==> src/common/tcdm_pkg.sv <==
// shared widths, address map and vector types of the tcdm interconnect, imported by all rtl
package tcdm_pkg;

  // **************************************************
  // word and address widths
  // **************************************************

  localparam int unsigned DATA_WIDTH = 32;
  localparam int unsigned ADDR_WIDTH = 32;
  localparam int unsigned BE_WIDTH   = DATA_WIDTH / 8;

  // **************************************************
  // address map
  // **************************************************

  // byte offset inside a word, the bank index sits right above it
  localparam int unsigned WORD_OFFSET_BITS = 2;

  // word address inside one bank, taken above the bank index
  localparam int unsigned ADDR_MEM_WIDTH = 8;

  // defaults handed to the top level parameters
  localparam int unsigned NB_MASTERS_DEFAULT = 4;
  localparam int unsigned NB_BANKS_DEFAULT   = 4;

  // **************************************************
  // vector types
  // **************************************************

  // one data word
  typedef logic [DATA_WIDTH-1:0] data_t;

  // byte address issued by a master
  typedef logic [ADDR_WIDTH-1:0] addr_t;

  // one enable per byte lane
  typedef logic [BE_WIDTH-1:0] be_t;

  // bank-local word address
  typedef logic [ADDR_MEM_WIDTH-1:0] mem_addr_t;

endpackage
==> src/common/tcdm_bank_if.sv <==
// granted request of one bank, driven by its arbiter, read by the bank port and response router
`timescale 1ns/1ns

interface tcdm_bank_if #(
  parameter int unsigned NB_MASTERS = tcdm_pkg::NB_MASTERS_DEFAULT
);

  import tcdm_pkg::*;

  localparam int unsigned ID_W = $clog2(NB_MASTERS);

  logic            req;
  mem_addr_t       add;
  // high for read, low for write
  logic            wen;
  data_t           wdata;
  be_t             be;
  // index of the master that won this cycle
  logic [ID_W-1:0] id;

  modport arb (
    output req, add, wen, wdata, be, id
  );

  modport bank (
    input req, add, wen, wdata, be
  );

  // the router only needs to know who was granted
  modport resp (
    input req, id
  );

endinterface

==> src/tcdm_xbar/tcdm_interconnect.sv <==
// tcdm interconnect top, connects masters to word-interleaved banks through decoder, arbiters, router
`timescale 1ns/1ns

module tcdm_interconnect #(
  parameter int unsigned NB_MASTERS = tcdm_pkg::NB_MASTERS_DEFAULT,
  parameter int unsigned NB_BANKS   = tcdm_pkg::NB_BANKS_DEFAULT
) (
  input  logic                                    clk_i,
  input  logic                                    rst_ni,
  // master side
  input  logic                [NB_MASTERS-1:0]    req_i,
  input  tcdm_pkg::addr_t     [NB_MASTERS-1:0]    add_i,
  input  logic                [NB_MASTERS-1:0]    wen_i,
  input  tcdm_pkg::data_t     [NB_MASTERS-1:0]    wdata_i,
  input  tcdm_pkg::be_t       [NB_MASTERS-1:0]    be_i,
  output logic                [NB_MASTERS-1:0]    gnt_o,
  output logic                [NB_MASTERS-1:0]    r_valid_o,
  output tcdm_pkg::data_t     [NB_MASTERS-1:0]    r_rdata_o,
  // bank side, banks are always ready
  output logic                [NB_BANKS-1:0]      bank_req_o,
  output tcdm_pkg::mem_addr_t [NB_BANKS-1:0]      bank_add_o,
  output logic                [NB_BANKS-1:0]      bank_wen_o,
  output tcdm_pkg::data_t     [NB_BANKS-1:0]      bank_wdata_o,
  output tcdm_pkg::be_t       [NB_BANKS-1:0]      bank_be_o,
  input  tcdm_pkg::data_t     [NB_BANKS-1:0]      bank_rdata_i
);

  import tcdm_pkg::*;

  logic      [NB_BANKS-1:0][NB_MASTERS-1:0] dec_bank_req;
  mem_addr_t [NB_MASTERS-1:0]               dec_mem_add;
  logic      [NB_BANKS-1:0][NB_MASTERS-1:0] arb_gnt;

  tcdm_bank_if #(.NB_MASTERS(NB_MASTERS)) bank_if [NB_BANKS-1:0] ();

  tcdm_addr_decoder #(
    .NB_MASTERS (NB_MASTERS),
    .NB_BANKS   (NB_BANKS)
  ) u_decoder (
    .add_i      (add_i),
    .req_i      (req_i),
    .bank_req_o (dec_bank_req),
    .mem_add_o  (dec_mem_add)
  );

  // **************************************************
  // one arbiter per bank
  // **************************************************

  for (genvar b = 0; b < NB_BANKS; b++) begin : g_bank
    tcdm_bank_arbiter #(
      .NB_MASTERS (NB_MASTERS)
    ) u_arbiter (
      .clk_i     (clk_i),
      .rst_ni    (rst_ni),
      .req_i     (dec_bank_req[b]),
      .mem_add_i (dec_mem_add),
      .wen_i     (wen_i),
      .wdata_i   (wdata_i),
      .be_i      (be_i),
      .gnt_o     (arb_gnt[b]),
      .bank      (bank_if[b])
    );

    assign bank_req_o[b]   = bank_if[b].req;
    assign bank_add_o[b]   = bank_if[b].add;
    assign bank_wen_o[b]   = bank_if[b].wen;
    assign bank_wdata_o[b] = bank_if[b].wdata;
    assign bank_be_o[b]    = bank_if[b].be;
  end

  // each master targets one bank, so at most one arbiter grants it
  always_comb begin
    gnt_o = '0;
    for (int b = 0; b < NB_BANKS; b++) begin
      gnt_o = gnt_o | arb_gnt[b];
    end
  end

  tcdm_resp_router #(
    .NB_MASTERS (NB_MASTERS),
    .NB_BANKS   (NB_BANKS)
  ) u_resp_router (
    .clk_i        (clk_i),
    .rst_ni       (rst_ni),
    .bank         (bank_if),
    .bank_rdata_i (bank_rdata_i),
    .r_valid_o    (r_valid_o),
    .r_rdata_o    (r_rdata_o)
  );

  // a response always follows an accepted request by exactly one cycle
  for (genvar m = 0; m < NB_MASTERS; m++) begin : g_resp_chk
    assert property (@(posedge clk_i) disable iff (!rst_ni)
      r_valid_o[m] |-> $past(req_i[m] && gnt_o[m]))
      else $error("master %0d got a response without an accepted request", m);
  end

endmodule

==> src/tcdm_xbar/tcdm_resp_router.sv <==
// response router, registers each bank's grant and returns valid and read data to its master
`timescale 1ns/1ns

module tcdm_resp_router #(
  parameter int unsigned NB_MASTERS = tcdm_pkg::NB_MASTERS_DEFAULT,
  parameter int unsigned NB_BANKS   = tcdm_pkg::NB_BANKS_DEFAULT
) (
  input  logic                                clk_i,
  input  logic                                rst_ni,
  tcdm_bank_if.resp                           bank [NB_BANKS-1:0],
  input  tcdm_pkg::data_t [NB_BANKS-1:0]      bank_rdata_i,
  output logic            [NB_MASTERS-1:0]    r_valid_o,
  output tcdm_pkg::data_t [NB_MASTERS-1:0]    r_rdata_o
);

  import tcdm_pkg::*;

  localparam int unsigned ID_W = $clog2(NB_MASTERS);

  logic [NB_BANKS-1:0]                 bank_req;
  logic [NB_BANKS-1:0][ID_W-1:0]       bank_id;
  logic [NB_BANKS-1:0]                 rvalid_q;
  logic [NB_BANKS-1:0][ID_W-1:0]       rid_q;
  // hit[m][b] is set when bank b answers master m this cycle
  logic [NB_MASTERS-1:0][NB_BANKS-1:0] hit;

  for (genvar b = 0; b < NB_BANKS; b++) begin : g_bank
    assign bank_req[b] = bank[b].req;
    assign bank_id[b]  = bank[b].id;
  end

  // **************************************************
  // registered response id and valid per bank
  // **************************************************

  always_ff @(posedge clk_i or negedge rst_ni) begin
    if (!rst_ni) begin
      rvalid_q <= '0;
      rid_q    <= '0;
    end else begin
      rvalid_q <= bank_req;
      for (int b = 0; b < NB_BANKS; b++) begin
        if (bank_req[b]) begin
          rid_q[b] <= bank_id[b];
        end
      end
    end
  end

  // **************************************************
  // steering back to the masters
  // **************************************************

  always_comb begin
    for (int m = 0; m < NB_MASTERS; m++) begin
      for (int b = 0; b < NB_BANKS; b++) begin
        hit[m][b] = rvalid_q[b] && (rid_q[b] == ID_W'(m));
      end
    end
  end

  // rdata is only meaningful for reads, writes return whatever the bank shows
  always_comb begin
    r_valid_o = '0;
    r_rdata_o = '0;
    for (int m = 0; m < NB_MASTERS; m++) begin
      for (int b = 0; b < NB_BANKS; b++) begin
        if (hit[m][b]) begin
          r_valid_o[m] = 1'b1;
          r_rdata_o[m] = bank_rdata_i[b];
        end
      end
    end
  end

  // a master sits on a single bank per cycle, so at most one bank answers it
  for (genvar m = 0; m < NB_MASTERS; m++) begin : g_chk
    assert property (@(posedge clk_i) disable iff (!rst_ni) $onehot0(hit[m]))
      else $error("master %0d got a response from two banks", m);
  end

endmodule

==> src/tcdm_xbar/tcdm_bank_arbiter.sv <==
// round-robin arbiter of one bank, grants one master per cycle and drives that bank's request
`timescale 1ns/1ns

module tcdm_bank_arbiter #(
  parameter int unsigned NB_MASTERS = tcdm_pkg::NB_MASTERS_DEFAULT
) (
  input  logic                                    clk_i,
  input  logic                                    rst_ni,
  input  logic                [NB_MASTERS-1:0]    req_i,
  input  tcdm_pkg::mem_addr_t [NB_MASTERS-1:0]    mem_add_i,
  input  logic                [NB_MASTERS-1:0]    wen_i,
  input  tcdm_pkg::data_t     [NB_MASTERS-1:0]    wdata_i,
  input  tcdm_pkg::be_t       [NB_MASTERS-1:0]    be_i,
  output logic                [NB_MASTERS-1:0]    gnt_o,
  tcdm_bank_if.arb                                bank
);

  import tcdm_pkg::*;

  localparam int unsigned ID_W = $clog2(NB_MASTERS);

  // master with the highest priority in the current cycle
  logic [ID_W-1:0] rr_q;
  logic [ID_W-1:0] winner;
  logic            found;

  // **************************************************
  // winner selection
  // **************************************************

  // first requesting master at or after the pointer, wrapping around
  always_comb begin : pick_winner
    int idx;
    found  = 1'b0;
    winner = '0;
    for (int i = 0; i < NB_MASTERS; i++) begin
      idx = int'(rr_q) + i;
      if (idx >= NB_MASTERS) begin
        idx = idx - NB_MASTERS;
      end
      if (!found && req_i[idx]) begin
        found  = 1'b1;
        winner = ID_W'(idx);
      end
    end
  end

  always_comb begin
    for (int m = 0; m < NB_MASTERS; m++) begin
      gnt_o[m] = found && (winner == ID_W'(m));
    end
  end

  // pointer moves past the winner so it loses the next tie
  always_ff @(posedge clk_i or negedge rst_ni) begin
    if (!rst_ni) begin
      rr_q <= '0;
    end else if (found) begin
      if (winner == ID_W'(NB_MASTERS - 1)) begin
        rr_q <= '0;
      end else begin
        rr_q <= winner + 1'b1;
      end
    end
  end

  // **************************************************
  // bank side
  // **************************************************

  assign bank.req   = found;
  assign bank.add   = mem_add_i[winner];
  assign bank.wen   = wen_i[winner];
  assign bank.wdata = wdata_i[winner];
  assign bank.be    = be_i[winner];
  assign bank.id    = winner;

  // a single grant, only to a requester, and the bank busy whenever anyone requests
  assert property (@(posedge clk_i) disable iff (!rst_ni)
    $onehot0(gnt_o) && ((gnt_o & ~req_i) == '0) && (bank.req == |req_i))
    else $error("bank arbiter granted more than one master, a non-requester or nobody");

endmodule

==> src/logic/tcdm_addr_decoder.sv <==
// address decoder, turns each master request into a request line toward its word-interleaved bank
`timescale 1ns/1ns

module tcdm_addr_decoder #(
  parameter int unsigned NB_MASTERS = tcdm_pkg::NB_MASTERS_DEFAULT,
  parameter int unsigned NB_BANKS   = tcdm_pkg::NB_BANKS_DEFAULT
) (
  input  tcdm_pkg::addr_t     [NB_MASTERS-1:0]               add_i,
  input  logic                [NB_MASTERS-1:0]               req_i,
  output logic                [NB_BANKS-1:0][NB_MASTERS-1:0] bank_req_o,
  output tcdm_pkg::mem_addr_t [NB_MASTERS-1:0]               mem_add_o
);

  import tcdm_pkg::*;

  // bank index width, zero with a single bank
  localparam int unsigned LOG_BANKS = $clog2(NB_BANKS);

  // word address per master, byte offset stripped
  addr_t [NB_MASTERS-1:0] word_add;

  // **************************************************
  // address split
  // **************************************************

  always_comb begin
    for (int m = 0; m < NB_MASTERS; m++) begin
      word_add[m] = add_i[m] >> WORD_OFFSET_BITS;
      // bits above the bank index, upper bits are dropped by the cast
      mem_add_o[m] = mem_addr_t'(word_add[m] >> LOG_BANKS);
    end
  end

  // **************************************************
  // bank request lines
  // **************************************************

  // consecutive words land in consecutive banks
  always_comb begin
    for (int b = 0; b < NB_BANKS; b++) begin
      for (int m = 0; m < NB_MASTERS; m++) begin
        bank_req_o[b][m] = req_i[m] &&
          ((word_add[m] & addr_t'(NB_BANKS - 1)) == addr_t'(b));
      end
    end
  end

endmodule

==> config.mk <==
export PLATFORM = sky130hd
export DESIGN_NAME = tcdm_interconnect
export DESIGN_NICKNAME = d
export VERILOG_FILES = /design/src/common/tcdm_pkg.sv /design/src/common/tcdm_bank_if.sv /design/src/tcdm_xbar/tcdm_interconnect.sv /design/src/tcdm_xbar/tcdm_resp_router.sv /design/src/tcdm_xbar/tcdm_bank_arbiter.sv /design/src/logic/tcdm_addr_decoder.sv
export SDC_FILE = /design/constraint.sdc
export NUM_CORES = 1
export LEC_CHECK = 0
export BUFFER_PORTS_ARGS = -buffer_cell sky130_fd_sc_hd__buf_2
export CAP_MARGIN = 20
export CORE_AREA = 2 2 284 286
export DETAILED_ROUTE_END_ITERATION = 10
export DIE_AREA = 0 0 286 288
export PLACE_DENSITY = 0.39
export SLEW_MARGIN = 25
export SYNTH_ARGS = -nofsm -noshare
export SYNTH_HDL_FRONTEND = slang
export SYNTH_SLANG_ARGS = --single-unit
==> constraint.sdc <==
create_clock -name clk_i -period 2.51 [get_ports clk_i]
set_clock_uncertainty 0.05 [all_clocks]
set_input_delay 0.1255 -clock clk_i [delete_from_list [all_inputs] [get_ports clk_i]]
set_output_delay 0.1255 -clock clk_i [all_outputs]
set_load 0.02 [all_outputs]
* After elaboration in Yosys (flattened, before gate mapping)
Index checks and enable logic that the tools add are counted.
** Cells by class
- Bitwise operators :: 3
- Add/subtract/negate cells :: 32
- Muxes and demuxes :: 164
- Equal/unequal tests :: 36
- Order comparisons :: 36
- Reduce and logical (&&, ||, !) cells :: 84
** Operators by type and width (count)
- two-way mux 32 bit :: 36
- < comparator 32 x 4 -> 1 bit, second input constant :: 16
- >= comparator 32 x 3 -> 1 bit, second input constant :: 12
- subtractor 32 x 3 -> 32 bit, second input constant :: 12
- binary-select mux 32 bit (select 2 bit) :: 4
- zero test 32 bit :: 4
- two-way mux 1 bit :: 68
- binary-select mux 8 bit (select 2 bit) :: 4
- logical AND 1 bit :: 60
- equality test 2 bit, second input constant :: 24
- binary-select mux 1 bit (select 2 bit) :: 20
- two-way mux 2 bit :: 20
- binary-select mux 4 bit (select 2 bit) :: 4
- two-way mux 8 bit :: 4
- adder 2 x 2 -> 3 bit, second input constant :: 8
- equality test 2 x 1 -> 1 bit, second input constant :: 12
- zero test 2 bit :: 8
- two-way mux 4 bit :: 4
- subtractor 2 x 3 -> 4 bit, second input constant :: 4
- adder 2 x 1 -> 3 bit, second input constant :: 4
- >= comparator 2 x 3 -> 1 bit, second input constant :: 4
- zero test 1 bit :: 12
- < comparator 2 x 3 -> 1 bit, second input constant :: 4
- OR 4 bit :: 3
- adder 2 x 1 -> 2 bit, second input constant :: 4
** Storage, ports and cells
- Input port bits :: 410
- Register bits :: 20
- Word-level logic and storage cells :: 364
- Output and inout bits :: 320

* Longest topological paths before layout
- Depth in word-level cells :: 20
- Mapped depth :: 12
- Gate-level depth less buffers :: 8

* By module
From an unflattened synthesis, not the netlist that was laid out.
** Unflattened totals
- Cells, all modules :: 1958
- Area total of the unflattened synthesis :: 12026.5 um2
** By module, submodules not included
- tcdm_bank_arbiter :: area an instance 1490.2 um2, instances 4, cells each 279, sequential area each 50.0 um2
- tcdm_resp_router :: area an instance 5585.4 um2, instances 1, cells each 782, sequential area each 300.3 um2
- tcdm_addr_decoder :: area an instance 390.4 um2, instances 1, cells each 48, sequential area each 0.0 um2
- tcdm_interconnect :: area an instance 90.1 um2, instances 1, cells each 12, sequential area each 0.0 um2

* Worst setup path before layout
No wires, ideal clock.
- Path type :: register to output
- Start :: register u_resp_router.rid_q[0] (netlist bit)
- End :: output port r_rdata_o[1] (netlist bit)
- Path buffers :: 1
- Cell stages (with the launch flop) :: 7
- Slack :: 0.246 ns
- Arrival :: 2.089 ns
- Cell sequence :: dfrtp_1 > or3b_2 > nor2_1 > clkbuf_1 > a221o_1 > o21ai_0 > o21ai_0
** RTL lines
- from (decl) :: RTL line tcdm_resp_router.sv:23 : logic [NB_BANKS-1:0][ID_W-1:0] rid_q;
- from (signal, indexed assignment) :: RTL line tcdm_resp_router.sv:44 : rid_q[b] <= bank_id[b];
- to (decl) :: RTL line tcdm_interconnect.sv:18 : output tcdm_pkg::data_t [NB_MASTERS-1:0] r_rdata_o,

==> metrics.yaml <==
floorplanning:
  fp.dieW_um: 286
  io_pins: 730
  rows: 104
  dieArea_um2: 82400
  start_util_pct: 12.3
  core_area_um2: 79600
  die_h_um: 288
synth:
  synth_common_cells: "nand2_1, o21ai_0, a21oi_1"
  ys.flop_type: "dfrtp_1"
  synthAdderAreaFrac_pct: 2.05
  synth_top_area_share_pct: 20.8
  syn_inst: 1417
  synth_edf_count: 0
  synthXorXnorAreaFrac_pct: 0
  synth_area_leaders: "mux4_2, nand2_1, o21ai_0"
  synthMuxAreaShare_pct: 21.2
  synth.distinct_cells: 52
  synth_most_common_cell: "nand2_1"
  synth-seq-cells: 20
  synth-compound-area-share_pct: 43.4
  synth_simple_gate_area_share_pct: 19.3
  yosysTopAreaCell: "mux4_2"
  synth.net_count: 1843
  synth_warnings: 0
  synth_top_family_by_area: "compound AO/OA/AOI/OAI gates"
  syn_area_um2: 9770
  syn_avg_cell_area_um2: 6.89
  ys_seq_area_share_pct: 5.12
  async_flop_share_pct: 100
finish:
  final_layout_size_suffix_gt1_share_pct: 46.2
  nNetsFinal: 2459
  stdcell_area_um2: 15900
  area_growth_pct: 63.2
place:
  postPlaceCellArea_um2: 14800
  dpl.hpwl_um: 58100
  gp_congestion: 0.866
  port_buffers: 641
outcome:
  status: "completed"
sta:
  finalSetupViolations: 0
  hold_viol: 0
  post-route-period-util_pct: 98.5
  max_slew.worst_pin.slew_ns: 0.737
  slew-limit-headroom_pct: 50.7
  fin_crit_ns: 2.47
  rsz0062_at_grt: "yes"
  fmax_mhz: 404
  final_max_slew_viol_count: 0
drt:
  routedWlPerCell_um: 24.3
  first_iter_violations: 759
  drt_pre_antenna_iters: 7
  routed_wl_um: 75500
  drc: 0
  antenna_left: 0
  vias: 14700
  via_per_inst: 4.73
worst_setup_path:
  critPathArrivalTime_ns: 2.30
  ff2ff_path_depth: 6
  crit_start: "u_resp_router.rid_q[3]"
  r2r_start: "g_bank[0].u_arbiter.rr_q[1]"
  crit_type: "reg -> out"
  rrSetupSlack_ns: 0.50
  cp-endpoint: "r_rdata_o[2]"
  path_max_fanout: 34
  cp-start-kind: "flip-flop"
  setup.worst_path.end_class: "output port"
  critical_path_required_ns: 2.33
  reg2reg_to: "g_bank[0].u_arbiter.rr_q[1]"
min_path:
  hp-class: "in -> reg"
power:
  fin_total_pwr_mw: 7.69
  powerDensity_nw_per_um2: 482
  leakage_nw: 6.89
  ir_worst_vdd_mv: 0.183
clock_tree:
  clk_latency_ns: 0.26
  cts-htree-levels: 1
  cts_root_buf: "clkbuf_16"
  clock-sinks: 20
  cts_buffers: 3
  clk_pin_slew_worst_paths_ns: 0.06
  cts_tree: "yes"
  cts.path.max_buffers: 2
global_route:
  grt-ovfl-total: 0
  grt_pass1_wl_um: 103000
  track_usage_pct: 16.7
  grt_max_degree: 66
  antenna_found_initial: 30
  grt_pass1_vias: 14200
job:
  drv_cap: 0
[flip-flops by register name, indices dropped and copies added, names as in the netlist]
signal / cells
u_resp_router.rid_q: 8
g_bank.u_arbiter.rr_q: 8
u_resp_router.rvalid_q: 4
[layout by cell type, fill, tap and decap left out, types with 14 or more instances in the layout]
| master | count |
|---|---|
| buf_2 | 599 |
| nand2_1 | 371 |
| o21ai_0 | 258 |
| a21oi_1 | 137 |
| a221o_1 | 128 |
| buf_4 | 117 |
| mux4_2 | 90 |
| a22oi_1 | 46 |
| a32oi_1 | 42 |
| buf_12 | 36 |
| buf_6 | 16 |
| dfrtp_1 | 16 |
| inv_1 | 15 |
| ha_1 | 14 |
[logic make-up (layout without fill, tap and decap cells)]
| logic type | Yosys count | after routing |
|---|---|---|
| adders and majority gates | 16 | 16 |
| DFF | 20 | 20 |
| and+or+nand+nor | 446 | 446 |
| other | 0 | 12 |
| muxes | 94 | 94 |
| buffers and inverters | 193 | 808 |
| AOI/OAI and AO/OA | 648 | 648 |
[metrics by stage]
step | cells | hold slack [ns] | util, % | worst slack, ns | setup TNS [ns]
2_1_floorplan | 1417 | -0.220 | - | 0.246 | 0
3_3_place_gp | 3050 | 0.105 | 18.6 | 0.126 | 0
3_5_place_dp | 3050 | 0.0966 | 18.6 | 0.130 | 0
4_1_cts | 3063 | 0.252 | 19.0 | -0.0365 | -0.132
5_1_grt | 3100 | 0.281 | 20.0 | -0.0453 | -0.525
6_report | 3104 | 0.264 | 20.0 | 0.0372 | 0
[critical path, cell delays in order, from the launching register on]
cell and delay (ns):
dfrtp_2 0.44, nor3b_2 0.23, clkbuf_16 0.29, nor2_4 0.10, buf_12 0.16, buf_4 0.14, a221o_1 0.29, o21ai_0 0.07
o21ai_0 0.11, buf_2 0.19
[what timing repair did]
action                     in CTS  in global routing
gates cloned                    2                  8
pin swaps                       5                 26
setup buffers                   6                 22
resized for setup              29                 95
hold buffers                    1                  0
setup endpoints to repair      63                148
hold endpoints to repair       20                  0
[metal layers]
layer  part of all wire, %  routed length (µm)  GRT usage [%]
met5                     0                   0              0
met4                   2.5                1900           3.53
met3                   8.2                6160           3.95
met2                    51               38400           31.5
met1                    38               29000           18.9
[worst min path at each step]
stage               cells past startpoint  slack (ns)                          end       from
CTS                                     3        0.25  g_bank[1].u_arbiter.rr_q[0]  add_i[98]
detailed placement                      1         0.1    u_resp_router.rvalid_q[1]     rst_ni
global route                            3        0.28  g_bank[1].u_arbiter.rr_q[0]  add_i[98]
floorplan                               0       -0.22  g_bank[0].u_arbiter.rr_q[0]     rst_ni
global placement                        1        0.11    u_resp_router.rvalid_q[3]     rst_ni
finish                                  3        0.26  g_bank[1].u_arbiter.rr_q[0]  add_i[98]
[power by group]
part | internal, mW | leakage, nW | switching (mW)
sequential | 0.390 | 0.237 | 0.0858
combinational | 2.62 | 6.61 | 4.13
clock | 0.317 | 0.0512 | 0.136
total | 3.33 | 6.89 | 4.36
[layout make-up]
| class | instances | area [µm²] |
|---|---|---|
| Fill cell | 9203 | 63700 |
| Multi-Input combinational cell | 1204 | 8680 |
| Timing Repair Buffer | 786 | 5200 |
| Tap cell | 1060 | 1330 |
| Sequential cell | 20 | 505 |
| Inverter | 18 | 91.3 |
| Clock buffer | 3 | 75.1 |
| Clock inverter | 1 | 30.0 |
| Antenna cell | 12 | 30.0 |
Power figures use the tool's default switching activity.
